$ cat config.mk
export PLATFORM = sky130hd
export DESIGN_NAME = fpu_issue_top
export DESIGN_NICKNAME = d
export VERILOG_FILES = /design/src/hw/fpu_pkg.sv /design/src/hw/fpu_csr.sv /design/src/hw/fpu_decode.sv /design/src/hw/fpu_exec.sv /design/src/hw/fpu_forward.sv /design/src/hw/fpu_issue_top.sv /design/src/hw/fpu_regfile.sv
export VERILOG_INCLUDE_DIRS = /design/src /design/src/include
export SDC_FILE = /design/constraint.sdc
export NUM_CORES = 1
export LEC_CHECK = 0
export ABC_CLOCK_PERIOD_IN_PS = 8400
export BUFFER_PORTS_ARGS = -buffer_cell sky130_fd_sc_hd__buf_2
export CORE_ASPECT_RATIO = 1.5
export CORE_UTILIZATION = 46
export DETAILED_ROUTE_END_ITERATION = 8
export SYNTH_ARGS = -nofsm -noshare
export SYNTH_HDL_FRONTEND = slang
export SYNTH_HIERARCHICAL = 1
export SYNTH_SLANG_ARGS = --single-unit
export TNS_END_PERCENT = 10
$ cat constraint.sdc
create_clock -name clock -period 8.4 [get_ports clock]
set_input_delay 1.68 -clock clock [delete_from_list [all_inputs] [get_ports clock]]
set_output_delay 1.68 -clock clock [all_outputs]
set_load 0.005 [all_outputs]
$ cat src/include/fpu_config.svh
`ifndef FPU_CONFIG_SVH
`define FPU_CONFIG_SVH

// Single precision only.
`define FPU_FLEN 32

`define FPU_XLEN 32

// Register file size and address width.
`define FPU_NREGS 32
`define FPU_RADDR_W 5

`endif

$ cat src/hw/fpu_pkg.sv
`include "fpu_config.svh"

package fpu_pkg;

  typedef enum logic [6:0] {
    OP_FP     = 7'b1010011,
    OP_FLOAD  = 7'b0000111,
    OP_FSTORE = 7'b0100111,
    OP_FMADD  = 7'b1000011,
    OP_FMSUB  = 7'b1000111,
    OP_FNMSUB = 7'b1001011,
    OP_FNMADD = 7'b1001111
  } opcode_e;

  // Upper five bits of funct7.
  typedef enum logic [4:0] {
    F_ADD     = 5'b00000,
    F_SUB     = 5'b00001,
    F_MUL     = 5'b00010,
    F_DIV     = 5'b00011,
    F_SGNJ    = 5'b00100,
    F_MINMAX  = 5'b00101,
    F_SQRT    = 5'b01011,
    F_CMP     = 5'b10100,
    F_CVT_W_S = 5'b11000,
    F_CVT_S_W = 5'b11010,
    F_MV_X    = 5'b11100, // Also fclass.
    F_MV_W    = 5'b11110
  } funct5_e;

  typedef enum logic [3:0] {
    OP_NONE,
    OP_SGNJ,
    OP_SGNJN,
    OP_SGNJX,
    OP_MIN,
    OP_MAX,
    OP_FEQ,
    OP_FLT,
    OP_FLE,
    OP_CLASS,
    OP_MV_X,
    OP_MV_W
  } fp_op_e;

  typedef enum logic [11:0] {
    CSR_FFLAGS = 12'h001,
    CSR_FRM    = 12'h002,
    CSR_FCSR   = 12'h003
  } csr_addr_e;

  typedef struct packed {
    logic [31:0]          instr;
    logic [`FPU_XLEN-1:0] opnd;
  } fpu_req_t;

  typedef struct packed {
    fp_op_e                  op;
    logic [`FPU_RADDR_W-1:0] rd;
    logic [`FPU_RADDR_W-1:0] rs1;
    logic [`FPU_RADDR_W-1:0] rs2;
    logic [`FPU_RADDR_W-1:0] rs3;
    logic                    frden1;
    logic                    frden2;
    logic                    frden3;
    logic                    fwren;
    logic                    xwren;
    logic                    illegal;
  } fpu_dec_t;

  typedef struct packed {
    logic [`FPU_RADDR_W-1:0] raddr1;
    logic [`FPU_RADDR_W-1:0] raddr2;
    logic [`FPU_RADDR_W-1:0] raddr3;
  } fpu_rf_rd_t;

  typedef struct packed {
    logic [`FPU_FLEN-1:0] data1;
    logic [`FPU_FLEN-1:0] data2;
    logic [`FPU_FLEN-1:0] data3;
  } fpu_rf_data_t;

  typedef struct packed {
    logic                    wren;
    logic [`FPU_RADDR_W-1:0] waddr;
    logic [`FPU_FLEN-1:0]    wdata;
  } fpu_wb_t;

  typedef struct packed {
    logic                    illegal;
    logic                    xwren;
    logic                    fwren;
    logic [`FPU_RADDR_W-1:0] rd;
    logic [`FPU_FLEN-1:0]    result; // Integer result shares this field.
    logic [4:0]              fflags;
  } fpu_resp_t;

  typedef struct packed {
    logic                 rden;
    logic                 wren;
    csr_addr_e            addr;
    logic [`FPU_XLEN-1:0] wdata;
  } csr_req_t;

  typedef struct packed {
    logic [`FPU_XLEN-1:0] rdata;
    logic                 hit;
  } csr_resp_t;

endpackage

$ cat src/hw/fpu_csr.sv
`timescale 1ns/1ps

module fpu_csr (
  input  logic                clock,
  input  logic                reset,
  input  fpu_pkg::csr_req_t   req_i,
  input  logic [4:0]          accrue_i,
  input  logic                accrue_en_i,
  output fpu_pkg::csr_resp_t  resp_o
);

  logic [2:0] frm;
  logic [4:0] fflags;

  always_comb begin
    resp_o = '0;
    if (req_i.rden) begin
      resp_o.hit = 1'b1;
      case (req_i.addr)
        fpu_pkg::CSR_FFLAGS: resp_o.rdata[4:0] = fflags;
        fpu_pkg::CSR_FRM:    resp_o.rdata[2:0] = frm;
        fpu_pkg::CSR_FCSR:   resp_o.rdata[7:0] = {frm, fflags};
        default:             resp_o.hit = 1'b0;
      endcase
    end
  end

  always_ff @(posedge clock) begin
    if (!reset) begin
      frm    <= '0;
      fflags <= '0;
    end else begin
      if (accrue_en_i) begin
        fflags <= fflags | accrue_i;
      end
      // Software write overrides accrual.
      if (req_i.wren) begin
        case (req_i.addr)
          fpu_pkg::CSR_FFLAGS: fflags <= req_i.wdata[4:0];
          fpu_pkg::CSR_FRM:    frm <= req_i.wdata[2:0];
          fpu_pkg::CSR_FCSR: begin
            fflags <= req_i.wdata[4:0];
            frm    <= req_i.wdata[7:5];
          end
          default: ;
        endcase
      end
    end
  end

endmodule

$ cat src/hw/fpu_decode.sv
`timescale 1ns/1ps

module fpu_decode (
  input  logic [31:0]       instr_i,
  output fpu_pkg::fpu_dec_t dec_o
);

  fpu_pkg::opcode_e opcode;
  fpu_pkg::funct5_e funct5;
  logic [2:0]       funct3;
  logic [1:0]       fmt;
  logic             illegal;

  always_comb begin
    opcode  = fpu_pkg::opcode_e'(instr_i[6:0]);
    funct5  = fpu_pkg::funct5_e'(instr_i[31:27]);
    funct3  = instr_i[14:12];
    fmt     = instr_i[26:25];
    illegal = 1'b0;

    dec_o     = '0;
    dec_o.op  = fpu_pkg::OP_NONE;
    dec_o.rd  = instr_i[11:7];
    dec_o.rs1 = instr_i[19:15];
    dec_o.rs2 = instr_i[24:20];
    dec_o.rs3 = instr_i[31:27];

    case (opcode)
      fpu_pkg::OP_FP: begin
        if (fmt != 2'b00) begin
          illegal = 1'b1; // Only the S format.
        end
        case (funct5)
          fpu_pkg::F_SGNJ: begin
            dec_o.frden1 = 1'b1;
            dec_o.frden2 = 1'b1;
            dec_o.fwren  = 1'b1;
            case (funct3)
              3'd0: dec_o.op = fpu_pkg::OP_SGNJ;
              3'd1: dec_o.op = fpu_pkg::OP_SGNJN;
              3'd2: dec_o.op = fpu_pkg::OP_SGNJX;
              default: illegal = 1'b1;
            endcase
          end
          fpu_pkg::F_MINMAX: begin
            dec_o.frden1 = 1'b1;
            dec_o.frden2 = 1'b1;
            dec_o.fwren  = 1'b1;
            case (funct3)
              3'd0: dec_o.op = fpu_pkg::OP_MIN;
              3'd1: dec_o.op = fpu_pkg::OP_MAX;
              default: illegal = 1'b1;
            endcase
          end
          fpu_pkg::F_CMP: begin
            dec_o.frden1 = 1'b1;
            dec_o.frden2 = 1'b1;
            dec_o.xwren  = 1'b1;
            case (funct3)
              3'd2: dec_o.op = fpu_pkg::OP_FEQ;
              3'd1: dec_o.op = fpu_pkg::OP_FLT;
              3'd0: dec_o.op = fpu_pkg::OP_FLE;
              default: illegal = 1'b1;
            endcase
          end
          fpu_pkg::F_MV_X: begin
            dec_o.frden1 = 1'b1;
            dec_o.xwren  = 1'b1;
            case (funct3)
              3'd0: dec_o.op = fpu_pkg::OP_MV_X;
              3'd1: dec_o.op = fpu_pkg::OP_CLASS;
              default: illegal = 1'b1;
            endcase
          end
          fpu_pkg::F_MV_W: begin
            dec_o.fwren = 1'b1; // Source is the integer operand.
            dec_o.op    = fpu_pkg::OP_MV_W;
            if (funct3 != 3'd0) begin
              illegal = 1'b1;
            end
          end
          fpu_pkg::F_ADD, fpu_pkg::F_SUB, fpu_pkg::F_MUL, fpu_pkg::F_DIV,
          fpu_pkg::F_SQRT, fpu_pkg::F_CVT_W_S, fpu_pkg::F_CVT_S_W: illegal = 1'b1;
          default: illegal = 1'b1;
        endcase
      end
      fpu_pkg::OP_FLOAD, fpu_pkg::OP_FSTORE: illegal = 1'b1;
      fpu_pkg::OP_FMADD, fpu_pkg::OP_FMSUB,
      fpu_pkg::OP_FNMSUB, fpu_pkg::OP_FNMADD: illegal = 1'b1;
      default: illegal = 1'b1;
    endcase

    // No side effects for anything unsupported.
    if (illegal) begin
      dec_o.op     = fpu_pkg::OP_NONE;
      dec_o.frden1 = 1'b0;
      dec_o.frden2 = 1'b0;
      dec_o.fwren  = 1'b0;
      dec_o.xwren  = 1'b0;
    end
    dec_o.illegal = illegal;
  end

endmodule

$ cat src/hw/fpu_exec.sv
`timescale 1ns/1ps
`include "fpu_config.svh"

module fpu_exec (
  input  fpu_pkg::fpu_dec_t     dec_i,
  input  fpu_pkg::fpu_rf_data_t opnd_i,
  input  logic [`FPU_XLEN-1:0]  xopnd_i,
  output fpu_pkg::fpu_resp_t    resp_o
);

  localparam logic [`FPU_FLEN-1:0] canonical_nan = 32'h7FC0_0000;

  logic [`FPU_FLEN-1:0] a, b;
  logic [9:0]           cls_a, cls_b;
  logic                 a_nan, b_nan, any_snan, any_nan, both_zero;
  logic                 lt_total, flt, feq, invalid;

  // One-hot RISC-V class, bit 0 is negative infinity.
  function automatic logic [9:0] classify(input logic [`FPU_FLEN-1:0] x);
    logic       exp_ones, exp_zero, man_zero;
    logic [9:0] cls;
    exp_ones = &x[30:23];
    exp_zero = ~|x[30:23];
    man_zero = ~|x[22:0];
    cls      = '0;
    if (exp_ones && !man_zero) cls[x[22] ? 9 : 8] = 1'b1;
    else if (exp_ones) cls[x[31] ? 0 : 7] = 1'b1;
    else if (exp_zero && man_zero) cls[x[31] ? 3 : 4] = 1'b1;
    else if (exp_zero) cls[x[31] ? 2 : 5] = 1'b1;
    else cls[x[31] ? 1 : 6] = 1'b1;
    return cls;
  endfunction

  always_comb begin
    a         = opnd_i.data1;
    b         = opnd_i.data2;
    cls_a     = classify(a);
    cls_b     = classify(b);
    a_nan     = cls_a[8] | cls_a[9];
    b_nan     = cls_b[8] | cls_b[9];
    any_nan   = a_nan | b_nan;
    any_snan  = cls_a[8] | cls_b[8];
    both_zero = (cls_a[3] | cls_a[4]) & (cls_b[3] | cls_b[4]);

    // Ordering with -0 below +0.
    if (a[31] != b[31]) lt_total = a[31];
    else if (a[31]) lt_total = a[30:0] > b[30:0];
    else lt_total = a[30:0] < b[30:0];

    flt     = !any_nan && lt_total && !both_zero;
    feq     = !any_nan && (a == b || both_zero);
    invalid = 1'b0;

    resp_o         = '0;
    resp_o.illegal = dec_i.illegal;
    resp_o.xwren   = dec_i.xwren;
    resp_o.fwren   = dec_i.fwren;
    resp_o.rd      = dec_i.rd;

    case (dec_i.op)
      fpu_pkg::OP_SGNJ:  resp_o.result = {b[31], a[30:0]};
      fpu_pkg::OP_SGNJN: resp_o.result = {~b[31], a[30:0]};
      fpu_pkg::OP_SGNJX: resp_o.result = {a[31] ^ b[31], a[30:0]};
      fpu_pkg::OP_MIN, fpu_pkg::OP_MAX: begin
        invalid = any_snan;
        if (a_nan && b_nan) resp_o.result = canonical_nan;
        else if (a_nan) resp_o.result = b;
        else if (b_nan) resp_o.result = a;
        else if (dec_i.op == fpu_pkg::OP_MIN) resp_o.result = lt_total ? a : b;
        else resp_o.result = lt_total ? b : a;
      end
      fpu_pkg::OP_FEQ: begin
        invalid       = any_snan; // Quiet compare.
        resp_o.result = {{(`FPU_FLEN-1){1'b0}}, feq};
      end
      fpu_pkg::OP_FLT: begin
        invalid       = any_nan;
        resp_o.result = {{(`FPU_FLEN-1){1'b0}}, flt};
      end
      fpu_pkg::OP_FLE: begin
        invalid       = any_nan;
        resp_o.result = {{(`FPU_FLEN-1){1'b0}}, flt | feq};
      end
      fpu_pkg::OP_CLASS: resp_o.result = {{(`FPU_FLEN-10){1'b0}}, cls_a};
      fpu_pkg::OP_MV_X:  resp_o.result = a;
      fpu_pkg::OP_MV_W:  resp_o.result = xopnd_i;
      default:           resp_o.result = '0;
    endcase

    resp_o.fflags = {invalid, 4'b0000}; // NV only.
  end

endmodule

$ cat src/hw/fpu_forward.sv
`timescale 1ns/1ps
`include "fpu_config.svh"

module fpu_forward (
  input  fpu_pkg::fpu_dec_t     dec_i,
  input  fpu_pkg::fpu_rf_data_t rf_i,
  input  fpu_pkg::fpu_wb_t      ex_i,
  output fpu_pkg::fpu_rf_data_t opnd_o
);

  function automatic logic [`FPU_FLEN-1:0] select_opnd(
    input logic                    en,
    input logic [`FPU_RADDR_W-1:0] addr,
    input logic [`FPU_FLEN-1:0]    rf_data,
    input fpu_pkg::fpu_wb_t        ex
  );
    logic [`FPU_FLEN-1:0] opnd;
    opnd = '0;
    if (en) begin
      opnd = rf_data;
      if (ex.wren && ex.waddr == addr) begin
        opnd = ex.wdata; // Not yet written back.
      end
    end
    return opnd;
  endfunction

  assign opnd_o.data1 = select_opnd(dec_i.frden1, dec_i.rs1, rf_i.data1, ex_i);
  assign opnd_o.data2 = select_opnd(dec_i.frden2, dec_i.rs2, rf_i.data2, ex_i);
  assign opnd_o.data3 = select_opnd(dec_i.frden3, dec_i.rs3, rf_i.data3, ex_i);

endmodule

$ cat src/hw/fpu_issue_top.sv
`timescale 1ns/1ps

module fpu_issue_top (
  input  logic                clock,
  input  logic                reset,
  input  logic                in_valid_i,
  input  fpu_pkg::fpu_req_t   in_req_i,
  output logic                in_ready_o,
  output logic                out_valid_o,
  output fpu_pkg::fpu_resp_t  out_resp_o,
  input  logic                out_ready_i,
  input  fpu_pkg::csr_req_t   csr_req_i,
  output fpu_pkg::csr_resp_t  csr_resp_o
);

  fpu_pkg::fpu_dec_t     dec;
  fpu_pkg::fpu_rf_rd_t   rf_rd;
  fpu_pkg::fpu_rf_data_t rf_data;
  fpu_pkg::fpu_rf_data_t opnd;
  fpu_pkg::fpu_wb_t      ex_fwd;
  fpu_pkg::fpu_wb_t      wb;
  fpu_pkg::fpu_resp_t    exec_resp;
  fpu_pkg::fpu_resp_t    ex_q;
  logic                  ex_valid;
  logic                  take_in;
  logic                  take_out;

  assign in_ready_o = !ex_valid || out_ready_i;
  assign take_in    = in_valid_i && in_ready_o;
  assign take_out   = ex_valid && out_ready_i;

  assign out_valid_o = ex_valid;
  assign out_resp_o  = ex_q;

  assign rf_rd.raddr1 = dec.rs1;
  assign rf_rd.raddr2 = dec.rs2;
  assign rf_rd.raddr3 = dec.rs3;

  // Pending fp result in the execute register.
  assign ex_fwd.wren  = ex_valid && ex_q.fwren;
  assign ex_fwd.waddr = ex_q.rd;
  assign ex_fwd.wdata = ex_q.result;

  assign wb.wren  = take_out && ex_q.fwren; // Commit on acceptance.
  assign wb.waddr = ex_q.rd;
  assign wb.wdata = ex_q.result;

  always_ff @(posedge clock) begin
    if (!reset) begin
      ex_valid <= 1'b0;
    end else if (take_in) begin
      ex_valid <= 1'b1;
    end else if (take_out) begin
      ex_valid <= 1'b0;
    end
  end

  always_ff @(posedge clock) begin
    if (take_in) begin
      ex_q <= exec_resp;
    end
  end

  fpu_decode u_decode (
    .instr_i (in_req_i.instr),
    .dec_o   (dec)
  );

  fpu_regfile u_regfile (
    .clock  (clock),
    .rd_i   (rf_rd),
    .wr_i   (wb),
    .data_o (rf_data)
  );

  fpu_forward u_forward (
    .dec_i  (dec),
    .rf_i   (rf_data),
    .ex_i   (ex_fwd),
    .opnd_o (opnd)
  );

  fpu_exec u_exec (
    .dec_i   (dec),
    .opnd_i  (opnd),
    .xopnd_i (in_req_i.opnd),
    .resp_o  (exec_resp)
  );

  fpu_csr u_csr (
    .clock       (clock),
    .reset       (reset),
    .req_i       (csr_req_i),
    .accrue_i    (ex_q.fflags),
    .accrue_en_i (take_out),
    .resp_o      (csr_resp_o)
  );

endmodule

$ cat src/hw/fpu_regfile.sv
`timescale 1ns/1ps
`include "fpu_config.svh"

module fpu_regfile (
  input  logic                  clock,
  input  fpu_pkg::fpu_rf_rd_t   rd_i,
  input  fpu_pkg::fpu_wb_t      wr_i,
  output fpu_pkg::fpu_rf_data_t data_o
);

  logic [`FPU_FLEN-1:0] regs [`FPU_NREGS];

  always_ff @(posedge clock) begin
    if (wr_i.wren) begin
      regs[wr_i.waddr] <= wr_i.wdata;
    end
  end

  // Asynchronous reads.
  assign data_o.data1 = regs[rd_i.raddr1];
  assign data_o.data2 = regs[rd_i.raddr2];
  assign data_o.data3 = regs[rd_i.raddr3];

endmodule

# Word level (Yosys, flattened, before mapping)
# Memory sizes are Yosys's and may differ from the RTL's.
# Index checks and enable logic that the tools add are counted.
# Widths: inputs -> output; s select.
# word_totals
ff_bits,50
latch_bits,0
mem_bits_rw,1024
mem_bits_ro,0
in_bits,114
out_inout_bits,80
n_memories,1
# op_classes
n_addsub,0
n_mul,0
div,0
magnitude_cmp,22
n_eq_ne,26
n_shift,0
muxes,84
bitwise_logic,12
n_reduce_logical,59
# mem_list
memory,depth,width,rd,rd_clocked_by_memory_dff,write_ports,line,rtl
u_regfile.regs,32,32,2,0,1,fpu_regfile.sv:11,logic [`FPU_FLEN-1:0] regs [`FPU_NREGS];
# op_table
operator,n
$ge 32x1->1 const B,10
$lt 32x6->1 const B,10
$mux 32,10
$pmux 32 s10,1
$mux 10,8
$reduce_or 23->1,2
$demux 1 s4,10
$eq 32x32->1,1
$gt 31x31->1,1
$lt 31x31->1,1
$mux 1,28
$mux 3,9
$eq 12x2->1 const B,2
$logic_and 1x1->1,24
$pmux 4 s5,1
$pmux 3 s2,3
$eq 4x3->1 const B,4
$eq 4x4->1 const B,4
$reduce_and 8->1,2
$reduce_or 2->1,8
$reduce_or 8->1,2
$eq 5x5->1 const B,3
$mux 5,3
$reduce_or 3->1,5
other kinds (29),51

# Depth between registers and ports, before layout
# depth
ltp_word,23
depth_mapped,23
depth_no_buf,17

# Hierarchy
# The synthesis kept the hierarchy.
# modules_own_cells
mod,n_inst,cells_per_inst,area_each_um2
fpu_regfile,1,4544,57679.1
fpu_exec,1,337,2247.2
fpu_forward,1,342,2128.3
fpu_issue_top,1,90,1709.1
fpu_csr,1,100,762.0
fpu_decode,1,77,563.0

# Worst setup path after synthesis
# OpenSTA, ideal clock, no wires.
# synth_timing
path_kind,input to register
startpoint,input port in_req_i[58] (netlist bit)
endpoint,"register ex_q, in the netlist out_resp_o[12] (data pin)"
t_arrival_ns,6.394
required_ns,8.139
slack_ns,1.745
stages,18
n_path_buf,3
cell_sequence,or4_4 > nor4_4 > o211ai_2 > a2111oi_2 > clkbuf_1 > clkbuf_1 > nand2_1 > mux2i_1 > inv_1 > ha_1 > a21o_1 > a221o_1 > or4b_4 > o211ai_4 > mux2i_2 > a211o_1 > buf_6 > a221o_1
# synth_lines
element,line,rtl
"start, declared",fpu_issue_top.sv:7,"input fpu_pkg::fpu_req_t in_req_i,"
"end signal, assigned",fpu_issue_top.sv:60,ex_q <= exec_resp;
"end, declared",fpu_issue_top.sv:23,fpu_pkg::fpu_resp_t ex_q;

==> parameters.txt <==
Parameter                              Value

Clocking
  Clock latency on the worst-skew pair    740 ps
  Setup Fix Bufs, Post-CTS    0
  Buffer depth of the longest clock path    3
  H-tree Lvls    3
  Resized cells post-CTS    0
  Quantity of hold-fixing buffers added after cts    0
  Clock sink total    1078
  CTS clk-pin slew, worst paths    70 ps
  Cts bufs inserted    103
  Clk Tree Root Cell    clkbuf_16
  TritonCTS clock tree    done

Worst setup path
  Source of the critical timing path    in_req_i[58]
  Flop-to-flop setup slack    ~2100 ps
  CP dominant cell by count    a221o_1
  Launching element type of the critical path    input port
  Critical path arrival    just under 8000 ps
  Cell breakdown of the critical path    buf_2 > or4_4 > nor4_4 > o211ai_2 > a2111oi_4 > buf_12 > nand2_1 > mux2i_1 > inv_1 > ha_1 > a21oi_1 > o21ai_1 > a221o_1 > or4b_4 > o211ai_4 > mux2i_2 > a211o_1 > a221o_1
  Delay-heaviest family, CP    compound AO/OA/AOI/OAI gates
  Worst Path Buf+Inv    3
  Crit path required time    9010 ps
  Worst-path fanout max    64
  Largest stage delay on the critical path    790 ps
  Type of the worst setup path    input port to flop
  Worst reg2reg path startpoint    out_resp_o[39]
  Critical path endpoint category    flop
  Slowest library cell on the worst path    a211o_1

Logic synthesis
  Synthesized area divided by synthesized cell count    13.16 sq um
  Area of the mapped netlist    0.05541 sq mm
  Cells after synthesis    4211
  Yosys warns    6

STA
  Slew Limit Fails    0
  Measured slew at the worst slew-check pin    1339 ps
  Total negative slack    0 ps
  Top achievable clock speed    137.5 MHz
  Endpoints failing hold    0
  Remaining max-slew budget at the tightest pin    a little over a tenth
  Setup repair after global routing missed its margin    no
  Final cycle utilization of the critical path    86.60%
  Post-route worst hold slack    473.9 ps
  Final critical delay including setup and external delays    7275 ps
  Worst Skew    around 29 ps
  Total of endpoints with negative setup slack in the final report    0

Finish
  Fraction of layout cells with a size suffix above 1    between 10 and 15%
  Final net count    4422
  Fin area    0.06109 sq mm
  Area overhead of the layout relative to synthesis    10.25%
  Fill cell instance count of the final layout    10114

Global routing
  Initial antenna violation count    10
  Vias in the first global route    37035
  Wire length of the first global-routing pass    258900 um
  Pin count of the biggest net entering global routing    65
  Total grt overflow    0
  Total routing resource utilization after global routing    29.73%

Detailed routing
  TritonRoute pass-1 iters    6
  Met2 routed wirelength    89250 um
  Top routing layer used    met5
  Met3 routed wirelength    13060 um
  Total routed wirelength    184600 um
  Overall via count from detail_route    between 30000 and 40000
  Average detailed-routed wire length per instance    31.12 um
  DRC viols    0
  Number of vias per cell after detailed routing    6.384
  Post-route antenna net violation count    0
  Met1 wire length    71230 um
  Iteration-0 DRC count of the detailed router    3726

Power
  VDD IR max    approximately 160 uV
  PD cells    between 150 and 200 mW/mm^2
  LEAKAGE    22.63 nW

Place
  Count of input and output buffers    145
  Post-place instance area    0.05778 sq mm
  Hpwl dp    111900 um
  Global placer's final weighted congestion    0.9576

Die
  Height of the die    around 430 um
  Area of the die    between 0.1 and 0.15 sq mm
  Core Footprint    0.1193 sq mm
  Initial standard-cell utilization of the core    between 40% and 50%
  Total I/O pin count    194
  Chip Width    between 200 and 300 um
  Total number of placement rows    155

Run
  Number of max-cap violations    0

Min path
  Launch point of the worst hold path    u_csr/frm[2]
  Classification of the worst-slack hold path    flop to flop

Run status
  Run status    completed
-- tightest hold or removal path, cell delays in order (launching register included) --
cell     delay, ps
dfxtp_1        320
nand2_1         60
mux2i_1         50
-- cells in the final DEF, fill, tap and decap left out, types with 19 or more instances in the layout --
cell type,count
o21ai_0,19
nand3_1,199
a21oi_1,213
nor2_4,34
conb_1,28
a221o_1,23
nor2_1,26
clkinv_2,20
buf_12,33
nand2_1,382
clkinv_1,19
edfxtp_1,1069
a22o_1,131
inv_1,39
ha_1,33
buf_4,143
a22oi_1,193
clkbuf_16,103
clkbuf_1,24
a31oi_1,67
nor3_1,79
and2_1,22
buf_2,143
mux2i_1,1101
-- cell type report --
class / count / area, sq um / area share (%)
Antenna cell: 3 / 7.507 / 0.01229
Clock buffer: 127 / 2668 / 4.367
Clock inverter: 64 / 636.9 / 1.043
Inverter: 39 / 146.4 / 0.2396
Multi-Input combinational cell: 2732 / 20900 / 34.22
Sequential cell: 1078 / 32280 / 52.84
Tap cell: 1570 / 1964 / 3.216
Timing Repair Buffer: 321 / 2480 / 4.060
-- final timing paths --
kind,endpoint,cells past startpoint
setup / recovery,out_resp_o[24],18
hold / removal,u_csr/frm[2],2
setup reg to reg,out_resp_o[24],14
hold reg to reg,u_csr/frm[2],2
-- registers in the layout (all words and copies together), names as in the netlist --
signal	flops
u_regfile/regs	1024
u_csr/fflags	5
u_csr/frm	3
out_valid_o	1
out_resp_o	45
-- through the flow --
| stage | power (mW) | utilization (%) | worst slack, ps | std cells |
|---|---|---|---|---|
| floorplan | 6.694 | - | 1746 | 4237 |
| global placement | 7.046 | 48.44 | 599.1 | 5740 |
| detailed placement | 7.051 | 48.44 | 626.1 | 5740 |
| CTS | 11.64 | 51.21 | 1363 | 5931 |
| global route | 11.89 | 51.22 | 906.9 | 5933 |
| finish | 11.58 | 51.22 | 1125 | 5934 |
-- per-layer routing --
metal / up-vias / global-route usage (%)
li1: 16343 / -
met1: 19332 / 36.14
met2: 1719 / 50.28
met3: 476 / 4.824
met4: 14 / 16.57
met5: - / 0
-- power breakdown --
| group | switching [mW] | internal (mW) | leakage, nW |
|---|---|---|---|
| registers | 0.0383 | 5.92 | 9.77 |
| clock network | 2.11 | 2.52 | 1.60 |
| logic | 0.643 | 0.341 | 11.3 |
No activity file was read; power rests on OpenSTA's default activity.
